`src/design/cache_geom_pkg.sv`:
```
/*
 * Cache and memory geometry
 * Word address split into tag and set index, plus counter width
 */
package cache_geom_pkg;

    localparam int ADDR_W    = 8;
    localparam int DATA_W    = 32;
    localparam int INDEX_W   = 2;
    localparam int TAG_W     = ADDR_W - INDEX_W;
    localparam int N_SETS    = 1 << INDEX_W;
    localparam int MEM_WORDS = 1 << ADDR_W;
    localparam int CNT_W     = 16;

    // Same word seen flat by memory or split by the line store
    typedef union packed {
        logic [ADDR_W-1:0] raw;
        struct packed {
            logic [TAG_W-1:0]   tag;
            logic [INDEX_W-1:0] index;
        } fld;
    } cache_addr_u;

endpackage

```
`src/design/coherence_pkg.sv`:
```
/*
 * MESI coherence encodings
 * Line states held per cache line and the commands a coherency unit
 * places on the shared bus
 */
package coherence_pkg;

    // Line state
    typedef enum logic [1:0] {
        MODIFIED,   // Only copy, dirty
        EXCLUSIVE,  // Only copy, clean
        SHARED,     // Clean, may exist elsewhere
        INVALID
    } mesi_t;

    // Bus transaction kind
    typedef enum logic [1:0] {
        BUS_RD,     // Read miss
        BUS_RDX,    // Write miss or S to M upgrade
        BUS_WB      // Dirty line eviction
    } bus_cmd_t;

endpackage

```
`src/design/snoop_bus_if.sv`:
```
/*
 * Coherency unit to bus controller link
 * Carries one unit's bus request and its snoop channel
 */
`timescale 1ns/1ps

interface snoop_bus_if;

    logic                                req;         // Held until done
    coherence_pkg::bus_cmd_t             cmd;
    cache_geom_pkg::cache_addr_u         addr;
    logic [cache_geom_pkg::DATA_W-1:0]   wdata;
    logic                                done;        // One cycle pulse
    logic [cache_geom_pkg::DATA_W-1:0]   rdata;
    logic                                exclusive;   // Valid with done

    logic                                snoop_valid; // One cycle pulse
    cache_geom_pkg::cache_addr_u         snoop_addr;
    logic                                snoop_inv;   // Set for BUS_RDX
    logic                                snoop_hit;
    logic                                snoop_dirty;
    logic [cache_geom_pkg::DATA_W-1:0]   snoop_data;

    modport unit (
        output req, cmd, addr, wdata, snoop_hit, snoop_dirty, snoop_data,
        input  done, rdata, exclusive, snoop_valid, snoop_addr, snoop_inv
    );

    modport ctrl (
        input  req, cmd, addr, wdata, snoop_hit, snoop_dirty, snoop_data,
        output done, rdata, exclusive, snoop_valid, snoop_addr, snoop_inv
    );

endinterface

```
`src/design/coherency_unit.sv`:
```
/*
 * Per-CPU coherency unit
 * Direct-mapped MESI line store, local hit path, writeback/fill FSM
 * and a same-cycle snoop responder
 */
`timescale 1ns/1ps

module coherency_unit (
    input  logic                              CLK,
    input  logic                              nRST,
    input  logic                              ren,
    input  logic                              wen,
    input  cache_geom_pkg::cache_addr_u       addr,
    input  logic [cache_geom_pkg::DATA_W-1:0] wdata,
    output logic [cache_geom_pkg::DATA_W-1:0] rdata,
    output logic                              busy,
    snoop_bus_if.unit                         bus
);

    logic [cache_geom_pkg::TAG_W-1:0]  tag_q  [cache_geom_pkg::N_SETS];
    logic [cache_geom_pkg::DATA_W-1:0] data_q [cache_geom_pkg::N_SETS];
    coherence_pkg::mesi_t              mesi_q [cache_geom_pkg::N_SETS];

    enum logic [1:0] {IDLE, WRITEBACK, FILL} state_q, state_d;

    logic [cache_geom_pkg::INDEX_W-1:0] idx;
    logic [cache_geom_pkg::INDEX_W-1:0] snp_idx;
    logic tag_match;
    logic line_hit;
    logic snoop_clash;
    logic cpu_hit;
    logic write_ok;
    logic victim_dirty;
    logic cpu_write_hit;
    logic snp_match;

    assign idx     = addr.fld.index;
    assign snp_idx = bus.snoop_addr.fld.index;

    assign tag_match    = tag_q[idx] == addr.fld.tag;
    assign line_hit     = tag_match && mesi_q[idx] != coherence_pkg::INVALID;
    // A snoop to the same set owns the line this cycle, so the CPU waits one cycle
    assign snoop_clash  = bus.snoop_valid && snp_idx == idx;
    assign cpu_hit      = line_hit && !snoop_clash;
    assign write_ok     = cpu_hit && (mesi_q[idx] == coherence_pkg::MODIFIED ||
                                      mesi_q[idx] == coherence_pkg::EXCLUSIVE);
    assign victim_dirty = !line_hit && mesi_q[idx] == coherence_pkg::MODIFIED;
    assign cpu_write_hit = state_q == IDLE && wen && write_ok;

    // Snoop reply straight from the line store
    assign snp_match = tag_q[snp_idx] == bus.snoop_addr.fld.tag &&
                       mesi_q[snp_idx] != coherence_pkg::INVALID;
    assign bus.snoop_hit   = bus.snoop_valid && snp_match;
    assign bus.snoop_dirty = bus.snoop_valid && snp_match &&
                             mesi_q[snp_idx] == coherence_pkg::MODIFIED;
    assign bus.snoop_data  = data_q[snp_idx];

    assign bus.req = state_q != IDLE;

    always_comb begin
        if (state_q == WRITEBACK) begin
            bus.cmd      = coherence_pkg::BUS_WB;
            bus.addr.raw = {tag_q[idx], idx};   // Victim address
            bus.wdata    = data_q[idx];
        end else begin
            bus.cmd   = wen ? coherence_pkg::BUS_RDX : coherence_pkg::BUS_RD;
            bus.addr  = addr;
            bus.wdata = wdata;
        end
    end

    always_comb begin
        state_d = state_q;
        busy    = 1'b0;
        rdata   = data_q[idx];
        case (state_q)
            IDLE: begin
                if ((ren || wen) && (wen ? !write_ok : !cpu_hit)) begin
                    busy = 1'b1;
                    if (!snoop_clash) begin
                        state_d = victim_dirty ? WRITEBACK : FILL;
                    end
                end
            end
            WRITEBACK: begin
                busy = 1'b1;
                if (bus.done) begin
                    state_d = FILL;
                end
            end
            FILL: begin
                busy  = !bus.done;
                rdata = bus.rdata;      // Fill data goes to the CPU as it arrives
                if (bus.done) begin
                    state_d = IDLE;
                end
            end
            default: state_d = IDLE;
        endcase
    end

    always_ff @(posedge CLK or negedge nRST) begin
        if (!nRST) begin
            state_q <= IDLE;
        end else begin
            state_q <= state_d;
        end
    end

    // Line states, snoop update last so it wins
    always_ff @(posedge CLK or negedge nRST) begin
        if (!nRST) begin
            for (int i = 0; i < cache_geom_pkg::N_SETS; i++) begin
                mesi_q[i] <= coherence_pkg::INVALID;
            end
        end else begin
            if (cpu_write_hit) begin
                mesi_q[idx] <= coherence_pkg::MODIFIED;     // E to M is silent
            end
            if (state_q == WRITEBACK && bus.done) begin
                mesi_q[idx] <= coherence_pkg::INVALID;      // Victim now in memory
            end
            if (state_q == FILL && bus.done) begin
                if (wen) begin
                    mesi_q[idx] <= coherence_pkg::MODIFIED;
                end else begin
                    mesi_q[idx] <= bus.exclusive ? coherence_pkg::EXCLUSIVE
                                                 : coherence_pkg::SHARED;
                end
            end
            if (bus.snoop_hit) begin
                mesi_q[snp_idx] <= bus.snoop_inv ? coherence_pkg::INVALID
                                                 : coherence_pkg::SHARED;
            end
        end
    end

    always_ff @(posedge CLK) begin
        if (cpu_write_hit) begin
            data_q[idx] <= wdata;
        end
        if (state_q == FILL && bus.done) begin
            tag_q[idx]  <= addr.fld.tag;
            data_q[idx] <= wen ? wdata : bus.rdata;
        end
    end

    // Fill and snoop updates never meet on one edge
    a_done_no_snoop: assert property (@(posedge CLK) disable iff (!nRST)
        bus.done |-> !bus.snoop_valid)
        else $error("done and snoop_valid in the same cycle");

    a_done_needs_req: assert property (@(posedge CLK) disable iff (!nRST)
        bus.done |-> bus.req)
        else $error("done without a pending request");

endmodule

```
`src/flat_wrapper.sv`:
```
// flat-port wrapper written by rule: the top's interface ports become plain ports
module coherency_unit_flat 
  (CLK, nRST, ren, wen, addr, wdata, rdata, busy, bus_req, bus_cmd, bus_addr, bus_wdata, bus_snoop_hit, bus_snoop_dirty, bus_snoop_data, bus_done, bus_rdata, bus_exclusive, bus_snoop_valid, bus_snoop_addr, bus_snoop_inv);
  snoop_bus_if bus_i ();
  input  logic CLK;
  input  logic nRST;
  input  logic ren;
  input  logic wen;
  input  cache_geom_pkg::cache_addr_u addr;
  input  logic [cache_geom_pkg::DATA_W-1:0] wdata;
  output logic [cache_geom_pkg::DATA_W-1:0] rdata;
  output logic busy;
  output wire logic [$bits(bus_i.req)-1:0] bus_req;
  output wire logic [$bits(bus_i.cmd)-1:0] bus_cmd;
  output wire logic [$bits(bus_i.addr)-1:0] bus_addr;
  output wire logic [$bits(bus_i.wdata)-1:0] bus_wdata;
  output wire logic [$bits(bus_i.snoop_hit)-1:0] bus_snoop_hit;
  output wire logic [$bits(bus_i.snoop_dirty)-1:0] bus_snoop_dirty;
  output wire logic [$bits(bus_i.snoop_data)-1:0] bus_snoop_data;
  input wire logic [$bits(bus_i.done)-1:0] bus_done;
  input wire logic [$bits(bus_i.rdata)-1:0] bus_rdata;
  input wire logic [$bits(bus_i.exclusive)-1:0] bus_exclusive;
  input wire logic [$bits(bus_i.snoop_valid)-1:0] bus_snoop_valid;
  input wire logic [$bits(bus_i.snoop_addr)-1:0] bus_snoop_addr;
  input wire logic [$bits(bus_i.snoop_inv)-1:0] bus_snoop_inv;
  assign bus_req = bus_i.req;
  assign bus_cmd = bus_i.cmd;
  assign bus_addr = bus_i.addr;
  assign bus_wdata = bus_i.wdata;
  assign bus_snoop_hit = bus_i.snoop_hit;
  assign bus_snoop_dirty = bus_i.snoop_dirty;
  assign bus_snoop_data = bus_i.snoop_data;
  assign bus_i.done = bus_done;
  assign bus_i.rdata = bus_rdata;
  assign bus_i.exclusive = bus_exclusive;
  assign bus_i.snoop_valid = bus_snoop_valid;
  assign bus_i.snoop_addr = bus_snoop_addr;
  assign bus_i.snoop_inv = bus_snoop_inv;
  coherency_unit u_core (.CLK(CLK), .nRST(nRST), .ren(ren), .wen(wen), .addr(addr), .wdata(wdata), .rdata(rdata), .busy(busy), .bus(bus_i));
endmodule
```
`config.mk`:
```
export PLATFORM = sky130hd
export DESIGN_NAME = coherency_unit_flat
export DESIGN_NICKNAME = d
export VERILOG_FILES = /design/src/design/cache_geom_pkg.sv /design/src/design/coherence_pkg.sv /design/src/design/snoop_bus_if.sv /design/src/design/coherency_unit.sv /design/src/flat_wrapper.sv
export SDC_FILE = /design/constraint.sdc
export NUM_CORES = 1
export LEC_CHECK = 0
export ABC_AREA = 1
export BUFFER_PORTS_ARGS = -buffer_cell sky130_fd_sc_hd__buf_2
export CORE_MARGIN = 4
export CORE_UTILIZATION = 55
export DETAILED_ROUTE_END_ITERATION = 8
export GPL_TIMING_DRIVEN = 0
export PLACE_DENSITY = 0.81
export SLEW_MARGIN = 25
export SYNTH_ARGS = -nofsm -noshare
export SYNTH_HDL_FRONTEND = slang
export SYNTH_SLANG_ARGS = --single-unit
```
`constraint.sdc`:
```
create_clock -name CLK -period 4.15 [get_ports CLK]
set_input_delay 0.415 -clock CLK [delete_from_list [all_inputs] [get_ports CLK]]
set_output_delay 0.415 -clock CLK [all_outputs]
set_load 0.01 [all_outputs]
```
## Word-level counts from Yosys, hierarchy flattened

Memories as Yosys holds them, arrays and structs flattened.
Cells that the tools add are included.

| storage, ports and cells | value |
|---|---|
| flip-flop bits (word level) | 10 |
| bits in writable memories | 152 |
| output and inout port bits | 110 |
| word-level logic and storage cells | 96 |
| memories | 2 |

Memory list:

| name | depth | bits a word | read ports | clocked after Yosys merged registers in | write ports | RTL line | text |
|---|---|---|---|---|---|---|---|
| u_core.data_q | 4 | 32 | 2 | 0 | 1 | coherency_unit.sv:21 | `logic [cache_geom_pkg::DATA_W-1:0] data_q [cache_geom_pkg::N_SETS];` |
| u_core.tag_q | 4 | 6 | 2 | 0 | 1 | coherency_unit.sv:20 | `logic [cache_geom_pkg::TAG_W-1:0] tag_q [cache_geom_pkg::N_SETS];` |

| cells by class | value |
|---|---|
| magnitude comparators | 4 |
| eq/ne operators | 12 |
| muxes and demuxes | 39 |
| bitwise gates (word level) | 7 |
| reductions and logical operators | 27 |

Operators with widths:

| kind | number |
|---|---|
| 2-to-1 mux 32 bit | 4 |
| 2-to-1 mux 8 bit | 6 |
| 2-to-1 mux 2 bit | 13 |
| bitwise AND 8 bit | 2 |
| bitwise mux 8 bit | 2 |
| logical AND 1 bit | 15 |
| == test 6 bit | 2 |
| != test 2 bit (second input constant) | 6 |
| binary-select mux 2 bit (select 2 bit) | 2 |
| demux 2 bit (select 2 bit) | 2 |
| 2-to-1 mux 1 bit | 8 |
| inverter 8 bit | 1 |
| OR 8 bit | 1 |
| greater-or-equal comparator 3 bit (second input constant) | 2 |
| logical NOT 2 bit | 3 |
| < comparator 3 x 1 -> 1 bit (second input constant) | 2 |
| inverter 2 -> 3 bit | 2 |
| case mux 2 bit (3 select lines) | 1 |
| logical NOT 1 bit | 5 |
| == test 2 x 1 -> 1 bit (second input constant) | 2 |
| AND reduction 4 bit | 1 |
| case mux 1 bit (3 select lines) | 1 |
| == test 2 bit | 1 |
| == test 2 bit (second input constant) | 1 |
| other kinds (3) | 4 |

## Logic depth before layout (Yosys ltp)

Gate-level depths: netlist of run 1.

| depth | value |
|---|---|
| depth in word-level cells | 17 |
| gate-level depth with buffers | 16 |
| depth with buffers taken out | 15 |

## Worst setup path before layout of run 1

OpenSTA, ideal clock, no wires.

| path | value |
|---|---|
| path type | input-to-reg |
| start | in addr[0] (netlist name) |
| end | mem u_core.data_q[0][0] (netlist name), enable pin |
| arrival time | 2.863 ns |
| required time | 3.728 ns |
| path slack | 0.866 ns |
| stages on the path | 14 |
| buffers on the path | 1 |
| cells stage by stage | inv_2 buf_6 nand2_1 nand2_1 nand2_1 nand2_1 nand2_1 nand2_1 nand3_1 nor2_4 nand3_2 nand2_1 inv_2 nor2_1 |

| between the ends | value |
|---|---|
| cells in the longest elaborated chain, start to end | 12 |
| elaborated cells on any way between the ends | 20 |
| classes of those cells | eq/ne: 4; mux: 5; bitwise: 2; reduce/logical: 8; memory: 1 |

RTL lines:

| what | RTL line | text |
|---|---|---|
| from (decl) | flat_wrapper.sv:9 | `input cache_geom_pkg::cache_addr_u addr;` |
| inverter 2 -> 3 bit (not written as such) | coherency_unit.sv:41, coherency_unit.sv:45, coherency_unit.sv:46 |  |
| binary-select mux 2 bit (select 2 bit) | coherency_unit.sv:41, coherency_unit.sv:45, coherency_unit.sv:46 |  |
| 2-to-1 mux 2 bit (not written as such) (2 in a row) | coherency_unit.sv:41, coherency_unit.sv:45, coherency_unit.sv:46 |  |
| != test 2 bit | coherency_unit.sv:41 | `assign line_hit = tag_match && mesi_q[idx] != coherence_pkg::INVALID;` |
| logical AND 1 bit | coherency_unit.sv:41 |  |
| logical AND 1 bit | coherency_unit.sv:44 | `assign cpu_hit = line_hit && !snoop_clash;` |
| logical AND 1 bit | coherency_unit.sv:45 | `assign write_ok = cpu_hit && (mesi_q[idx] == coherence_pkg::MODIFIED \|\|` |
| logical AND 1 bit | coherency_unit.sv:48 | `assign cpu_write_hit = state_q == IDLE && wen && write_ok;` |
| 2-to-1 mux 1 bit | coherency_unit.sv:139 | `if (cpu_write_hit) begin` |
| 2-to-1 mux 1 bit (not written as such) | coherency_unit.sv:140 | `data_q[idx] <= wdata;` |
| OR 1 bit (no source line) | -- |  |
| to (decl) | coherency_unit.sv:21 |  |

Several ways; a longest one is shown, not always the timed one. The select of a mux whose other input is x is not followed.

## Worst setup path after layout of run 1

| path | value |
|---|---|
| start | in addr[1] (netlist name) |
| end | out rdata[22] (netlist name) |

| between the ends | value |
|---|---|
| cells in the longest elaborated chain, start to end | 2 |

RTL lines:

| what | RTL line | text |
|---|---|---|
| memory read (4 x 32 bit) | -- |  |
| 2-to-1 mux 32 bit | coherency_unit.sv:76 | `case (state_q)` |
| to (decl) | flat_wrapper.sv:11 | `output logic [cache_geom_pkg::DATA_W-1:0] rdata;` |

No other way between the ends.

==> results of run 1 <==
-- critical path, delay by kind of cell --
| kind | cells | cell delay [ns] |
|---|---|---|
| buffers and inverters | 7 | 1.44 |
| and+or+nand+nor | 2 | 0.29 |
| AOI/OAI and AO/OA | 3 | 0.45 |
-- cell usage in the layout, fill, tap and decap left out, types with 2 or more instances in the layout --
cell type	n
nand2_2	2
clkbuf_16	17
nor2_1	30
nand4_1	9
a22oi_1	69
nor2_2	4
bufinv_16	3
dfstp_2	8
nand2_1	313
buf_4	5
nor2_4	6
buf_2	202
inv_2	5
buf_12	3
nor3_1	3
o21ai_1	6
inv_1	123
clkinv_1	9
xnor2_1	3
o221ai_1	66
nand3_1	15
clkbuf_1	45
buf_1	6
o21ai_0	78
edfxtp_1	152
a21oi_1	18
dfrtp_1	2
-- cell usage after synthesis, drive strengths merged --
cell type and instances:
o2111ai 1, clkinv 4, o211ai 1, nand3 16
xor2 1, nor3 3, edfxtp 152, nand4 9
a221oi 1, inv 128, clkbuf 40, o221ai 66
dfrtp 2, nor2 40, a21oi 18, dfstp 8
o21ai 85, nand2 315, a22oi 69, xnor2 3
buf 17
-- power by group through the flow --
stage | clock network (mW) | registers (mW) | logic [mW]
2_1_floorplan | 0 | 2.07 | 0.947
5_1_grt | 1.56 | 2.08 | 1.79
4_1_cts | 1.50 | 2.06 | 1.62
6_report | 1.50 | 2.06 | 1.63
3_5_place_dp | 0 | 2.09 | 1.61
3_3_place_gp | 0 | 2.09 | 1.56
-- through the flow --
stage,cell area [um^2],cells
5_1_grt,10700,1423
4_1_cts,10700,1423
2_1_floorplan,8760,979
3_5_place_dp,10100,1391
3_3_place_gp,10000,1387
6_report,10700,1423
-- worst min-delay path by stage --
stage	to	slack, ns	depth (start not counted)
3_3_place_gp	u_core.state_q[0]	0.29	1
6_report	u_core.tag_q[3][0]	0.25	1
2_1_floorplan	u_core.state_q[0]	0.12	0
4_1_cts	u_core.tag_q[2][0]	0.24	1
5_1_grt	u_core.tag_q[3][0]	0.25	1
3_5_place_dp	u_core.state_q[0]	0.29	1
-- logic make-up after synthesis --
group                     count (synthesis)  share of synthesized area
buffers and inverters                   189                     0.0847
xor gates and xnor gates                  4                    0.00400
and+or+nand+nor                         383                      0.173
AOI/OAI and AO/OA                       241                      0.187
DFF                                     162                      0.551
-- sequential cells by signal (all words and copies together), names as in the netlist --
register and flops:
u_core.data_q 128, u_core.mesi_q 8, u_core.state_q 2, u_core.tag_q 24
-- cell type report --
cell class | count | share of cell area
Multi-Input combinational cell | 628 | 0.301
Clock inverter | 9 | 0.0106
Clock buffer | 22 | 0.0415
Buffer | 57 | 0.0230
Tap cell | 211 | 0.0247
Sequential cell | 162 | 0.451
Inverter | 132 | 0.0463
Timing Repair Buffer | 202 | 0.101
-- per-layer routing --
layer	GRT usage	vias up	wire, um
met5	0	-	0
met2	0.493	495	13500
met3	0.0544	64	2620
li1	-	3866	-
met1	0.364	3900	9840
met4	0.124	0	682
-- what timing repair did --
item	in CTS	in global routing
hold endpoints to repair	2	0
setup endpoints to repair	0	0
hold buffers	1	0
==> impl_results.md, run 1 <==
- Status: completed
- Top cell type by total area after synthesis: edfxtp_1
- RR Startpoint: u_core.state_q[0]
- Core Box Area: about 15000 um^2
- Int Pwr: between 3 and 4 mW
- RSZ-0062 raised after global routing: no
- Clock root buffer: clkbuf_16
- CTS sink count: 162
- Area growth syn-to-layout: 22.1%
- Vias in the first global route: ~8000
- Longest Clk Path Bufs: 2
- Sw power: about 1.8 mW
- Num rows: between 40 and 50
- Critical Path Start: addr[1]
- Mapped cell area: ~9000 um^2
- Critical Path RT: approximately 3.7 ns
- I/O Pins: 198
- Syn Area/Cell: 8.95 um^2
- Critical Path Sink: rdata[22]
- Power Total: between 5 and 6 mW
- Skew final: roughly 0.0078 ns
- Worst-Skew Late Latency: 0.43 ns
- Critical path class: primary input to primary output
- Post-synthesis sequential area ratio: 0.551
- Leak: between 4 and 5 nW
- Dpl hpwl: 18.6 mm
- Power share of the clock group: 0.289
- Peak VDD IR: 0.000282 V
- Largest net degree at the start of global routing: 23
- Post-CTS Setup Inserts: 0
- Critical-path cell list: buf_2 -> inv_1 -> buf_2 -> nand2_1 -> inv_1 -> buf_2 -> clkbuf_1 -> a22oi_1 -> o221ai_1 -> nand2_1 -> o21ai_0 -> buf_2
- Routed Antenna Nets: 0
- Worst R2R Path Depth: 8
- Tot GR Track Use: 0.290
- GRT overflow: 0
- Layout cells sized above 1: 0.215
- Die Footprint: approximately 18000 um^2
- Drt first pass iters: 6
- Register bit total from synthesis: 162
- Final Util: 0.693
- Worst-Margin Slew: between 0.7 and 0.8 ns
- Period Utilization, post-route: 0.727
- CTS tree: built
- Setup_tns: 0 ns
- Global-route wire length before repair: just over 40 mm
- Reg2Reg Capture Point: u_core.data_q[2][28]
- DIE WIDTH: approximately 130 um
- NumNets Final: roughly 1300
- Worst Hold Class: primary input to flip-flop
- Initial Utilization: 0.568
- Fillers: between 1000 and 1500
- Sequential cell area: roughly 4800 um^2
- Via count: ~8300
- Synth Warn #: 0
- Max stage delay on crit path: ~0.50 ns
- Synth top area cells: edfxtp_1 (52%), nand2_1 (13%), o221ai_1 (6.6%), a22oi_1 (5.9%), inv_1 (5.3%)
- Combinational Power Share: 0.314
- CP Max Fanout: 10
- Post-cts repair resize count: 0
- Hold Startpoint: addr[2]
- Wire per inst: around 19 um
- Max Clk Rate: 331 MHz
- Iteration-0 DRC Markers: between 900 and 1000
- Max_cap viols: 0
- Multi-input logic area: roughly 3200 um^2
- Mapped Nets: between 1000 and 1500
- Drc violations: 0
- Slew Limit Fails: 0
- GPL Wtd Cong: around 0.91
- Flop pwr share: 0.397
- Setup violators final: 0
- Final WS setup: between 1 and 1.5 ns
- Switching part of the total: 0.337
- Via density: around 5.9
- Ant. Diodes: 0
- Netlist cell types: 31
- Post-synth top area share: 0.521
- CTS HTree Levels: 4
- Hold WS: 0.248 ns
- Crit-path most repeated cell: buf_2
- Final min period: slightly above 3 ns
- CTS buffer count: 17
- Relative slew slack: 0.504
- Post-synthesis cell count: approximately 1000
- Slowest CP cell: clkbuf_1
- Startpoint Class: primary input
- Total routed wirelength: approximately 27 mm
- R2R setup slack: about 1.4 ns
- Arr. time, crit path: around 2.6 ns
- Power Dens Cells: 486 nW/um^2
- DIE HEIGHT: 134 um
- # port buffers: slightly below 200
- DP Worst Slack: 1.09 ns
- Initial antenna violation count: 0
- Endpoints failing hold: 0
- Reg clk slew, reported paths: about 0.050 ns
- Worst Setup End Kind: primary output
Power figures use the tool's default switching activity.
==> inputs of run 2 (changes only) <==
--- a/config.mk
+++ b/config.mk
@@ -5,7 +5,7 @@
 export SDC_FILE = /design/constraint.sdc
 export NUM_CORES = 1
 export LEC_CHECK = 0
-export ABC_AREA = 1
+export ABC_AREA = 0
 export BUFFER_PORTS_ARGS = -buffer_cell sky130_fd_sc_hd__buf_2
 export CORE_MARGIN = 4
 export CORE_UTILIZATION = 55
==> constraint.sdc (replaced) <==
create_clock -name CLK -period 2.8 [get_ports CLK]
set_input_delay 0.28 -clock CLK [delete_from_list [all_inputs] [get_ports CLK]]
set_output_delay 0.28 -clock CLK [all_outputs]
set_load 0.01 [all_outputs]
==> impl_results.md, run 2 <==
- Status: finished, violations left
- Failing checks: setup timing
- Mapped Nets: between 700 and 800
- CP Max Fanout: 4
- Top cell type by total area after synthesis: edfxtp_1
- Initial Utilization: 0.565
- Tot GR Track Use: 0.272
- Wire per inst: 21.9 um
- Drc violations: 0
- Via density: roughly 6.0
- Largest regs: u_core.data_q (128), u_core.tag_q (24), u_core.mesi_q (8)
- Top Family by Delay on Critical Path: simple AND/OR/NAND/NOR gates
- Non-Filler Instances: ~1100
- I/O Pins: 198
- Arr. time, crit path: 2.52 ns
- Post-synth top area share: 0.528
- GPL Wtd Cong: 0.889
- Drt first pass iters: 5
- Reg2Reg Capture Point: u_core.data_q[0][17]
- Worst Setup End Kind: primary output
- Most frequent cells in the layout: nand2_1 (222), buf_2 (199), edfxtp_1 (152), mux4_2 (75), mux2_2 (37)
- Post-synthesis sequential area ratio: 0.558
- CTS sink count: ~160
- Setup_tns: -0.000935 ns
- Worst-Skew Late Latency: roughly 0.43 ns
- Critical path class: flip-flop to primary output
- Largest register FFs: approximately 130
- DIE WIDTH: between 100 and 150 um
- Most flop-heavy register: u_core.data_q
- Global-route wire length before repair: between 30 and 40 mm
- Largest net degree at the start of global routing: 19
- Worst R2R Path Depth: 9
- Number of synthesized flops with an enable pin: ~150
- Clock root buffer: clkbuf_16
- Area growth syn-to-layout: 25.6%
- Endpoints failing hold: 0
- Worst-Margin Slew: between 0.9 and 1 ns
- Critical Path RT: about 2.5 ns
- Worst Hold Class: primary input to flip-flop
- Commonest non-fill, non-tap cell in the layout: nand2_1
- Fillers: approximately 1000
- Ant. Diodes: 0
- Max Clk Rate: between 300 and 400 MHz
- Ys flop type: edfxtp_1
- Dpl hpwl: 16.7 mm
- Period Utilization, post-route: 1.00
- R2R setup slack: between 0.1 and 0.15 ns
- # port buffers: around 190
- Netlist cell types: 41
- Via count: between 6000 and 7000
- Initial antenna violation count: 0
- Synth async-reset ratio: 0.0617
- Synth top area cells: edfxtp_1 (53%), mux4_2 (20%), nand2_1 (9.6%), mux2_2 (4.8%), dfstp_2 (2.4%)
- Post-synthesis cell count: around 630
- Num rows: 45
- GRT overflow: 0
- Worst Path Buf+Inv: 1
- DIE HEIGHT: ~130 um
- Cell with the most instances after synthesis: nand2_1
- Final Util: 0.710
- Hold Path End: u_core.tag_q[1][5]
- Setup violators final: 1
- Iteration-0 DRC Markers: approximately 540
- Skew final: 0.00810 ns
- Post-Place Cells: approximately 1000
- Synth Warn #: 0
- Core Box Area: about 15000 um^2
- Hold WS: ~0.12 ns
- Slowest CP cell: mux4_2
- Total routed wirelength: about 24 mm
- Sequential cell area: slightly below 5000 um^2
- Critical-path cell list: mux4_2 -> xnor2_2 -> nand4bb_4 -> o21ai_0 -> nand3_1 -> and2_1 -> buf_2
- NumNets Final: between 900 and 1000
- Slew Limit Fails: 0
- Die Footprint: about 18000 um^2
- Power Dens Cells: approximately 790 nW/um^2
- Mapped cell area: 8650 um^2
- Multi-input logic area: roughly 3700 um^2
- Startpoint Class: flip-flop
- Syn Area/Cell: about 14 um^2
- Routed Antenna Nets: 0
- Register bit total from synthesis: about 160
- Final WS setup: -0.000935 ns
- Longest Clk Path Bufs: 2
- CTS tree: built
- Vias in the first global route: between 6000 and 7000
- Max stage delay on crit path: 0.52 ns
- Power Total: approximately 8.6 mW
- Hold Startpoint: addr[7]
- Commonest cells post-synth: nand2_1 (222), edfxtp_1 (152), mux4_2 (75)
- CTS HTree Levels: 4
- Leak: between 4 and 5 nW
- Final min period: 2.80 ns
- Peak VDD IR: ~0.00056 V
- Reg clk slew, reported paths: about 0.060 ns
- RR Startpoint: u_core.tag_q[3][2]
- Relative slew slack: 0.341
- CTS buffer count: 17
- Layout cells sized above 1: 0.463
- Max_cap viols: 0
- Hold path cells: 1
[run 2: cell count changes in the layout (fill, tap and decap cells not counted), sizes merged, moves of 8 or more]
cell    previous run  this run
a21oi             18         0
a22oi             69         0
buf              218       231
clkbuf            62        46
inv              128         7
mux2               0        37
mux4               0        80
nand2            315       222
nand3             16         5
nand4              9         1
nor2              40        21
o21ai             85         5
o221ai            66         0
[run 2: report_power, final]
part           total [mW]  internal (mW)  switching [mW]
logic                3.05           1.20            1.85
clock network        2.36           1.47           0.897
registers            3.15           3.02           0.135
[run 2: worst max path at each step]
stage                            start  cells past startpoint                   end  slack, ns
floorplan                      addr[0]                      8   u_core.data_q[1][0]      -0.12
global placement               addr[1]                      8  u_core.data_q[2][15]      -1.06
detailed placement   u_core.state_q[0]                      7  u_core.data_q[2][20]      -0.36
CTS                 u_core.tag_q[2][3]                      7                  busy       0.01
global route        u_core.tag_q[3][1]                      7                  busy      -0.12
finish              u_core.tag_q[2][3]                      7                  busy    -0.0009
[run 2: timing repair]
item,CTS,global route
resized for setup,6,15
endpoints found under the setup margin,212,186
setup buffers,12,1
pin swaps,6,1
hold endpoints to repair,10,0
hold buffers,1,0
[run 2: stage by stage]
stage / setup slack [ns] / cell area, um^2
6_report: -0.000935 / 10900
5_1_grt: -0.116 / 10900
4_1_cts: 0.0147 / 10800
3_5_place_dp: -0.356 / 10100
3_3_place_gp: -1.06 / 9950
2_1_floorplan: -0.117 / 8720
[run 2: per-layer routing]
layer  global-route usage  part of all wire  vias to the layer above
met5                    0                 0                        -
li1                     -                 -                     2815
met1                0.338              0.37                     3192
met4                0.121             0.035                        0
met2                0.449              0.50                      380
met3               0.0763             0.092                       66
[run 2: worst reg2reg max path: stages (launching register included)]
cell      delay (ns)
edfxtp_1        0.41
mux4_2          0.52
xnor2_1         0.23
nand4_2         0.17
buf_4           0.20
nor2_2          0.12
a31oi_4         0.18
nor3_4          0.21
buf_6           0.19
buf_6           0.18
[run 2: area by class of cell]
class | instances | share of cell area
Sequential cell | 162 | 0.444
Multi-Input combinational cell | 415 | 0.339
Timing Repair Buffer | 213 | 0.113
Clock buffer | 22 | 0.0436
Tap cell | 211 | 0.0243
Buffer | 43 | 0.0212
Clock inverter | 10 | 0.0121
Inverter | 7 | 0.00242
[run 2: logic make-up after synthesis]
logic type                Yosys count  share of synthesized area
and+or+nand+nor                   264                      0.124
muxes                             117                      0.259
AOI/OAI and AO/OA                  20                     0.0174
buffers and inverters              51                     0.0263
DFF                               162                      0.558
xor gates and xnor gates           14                     0.0159
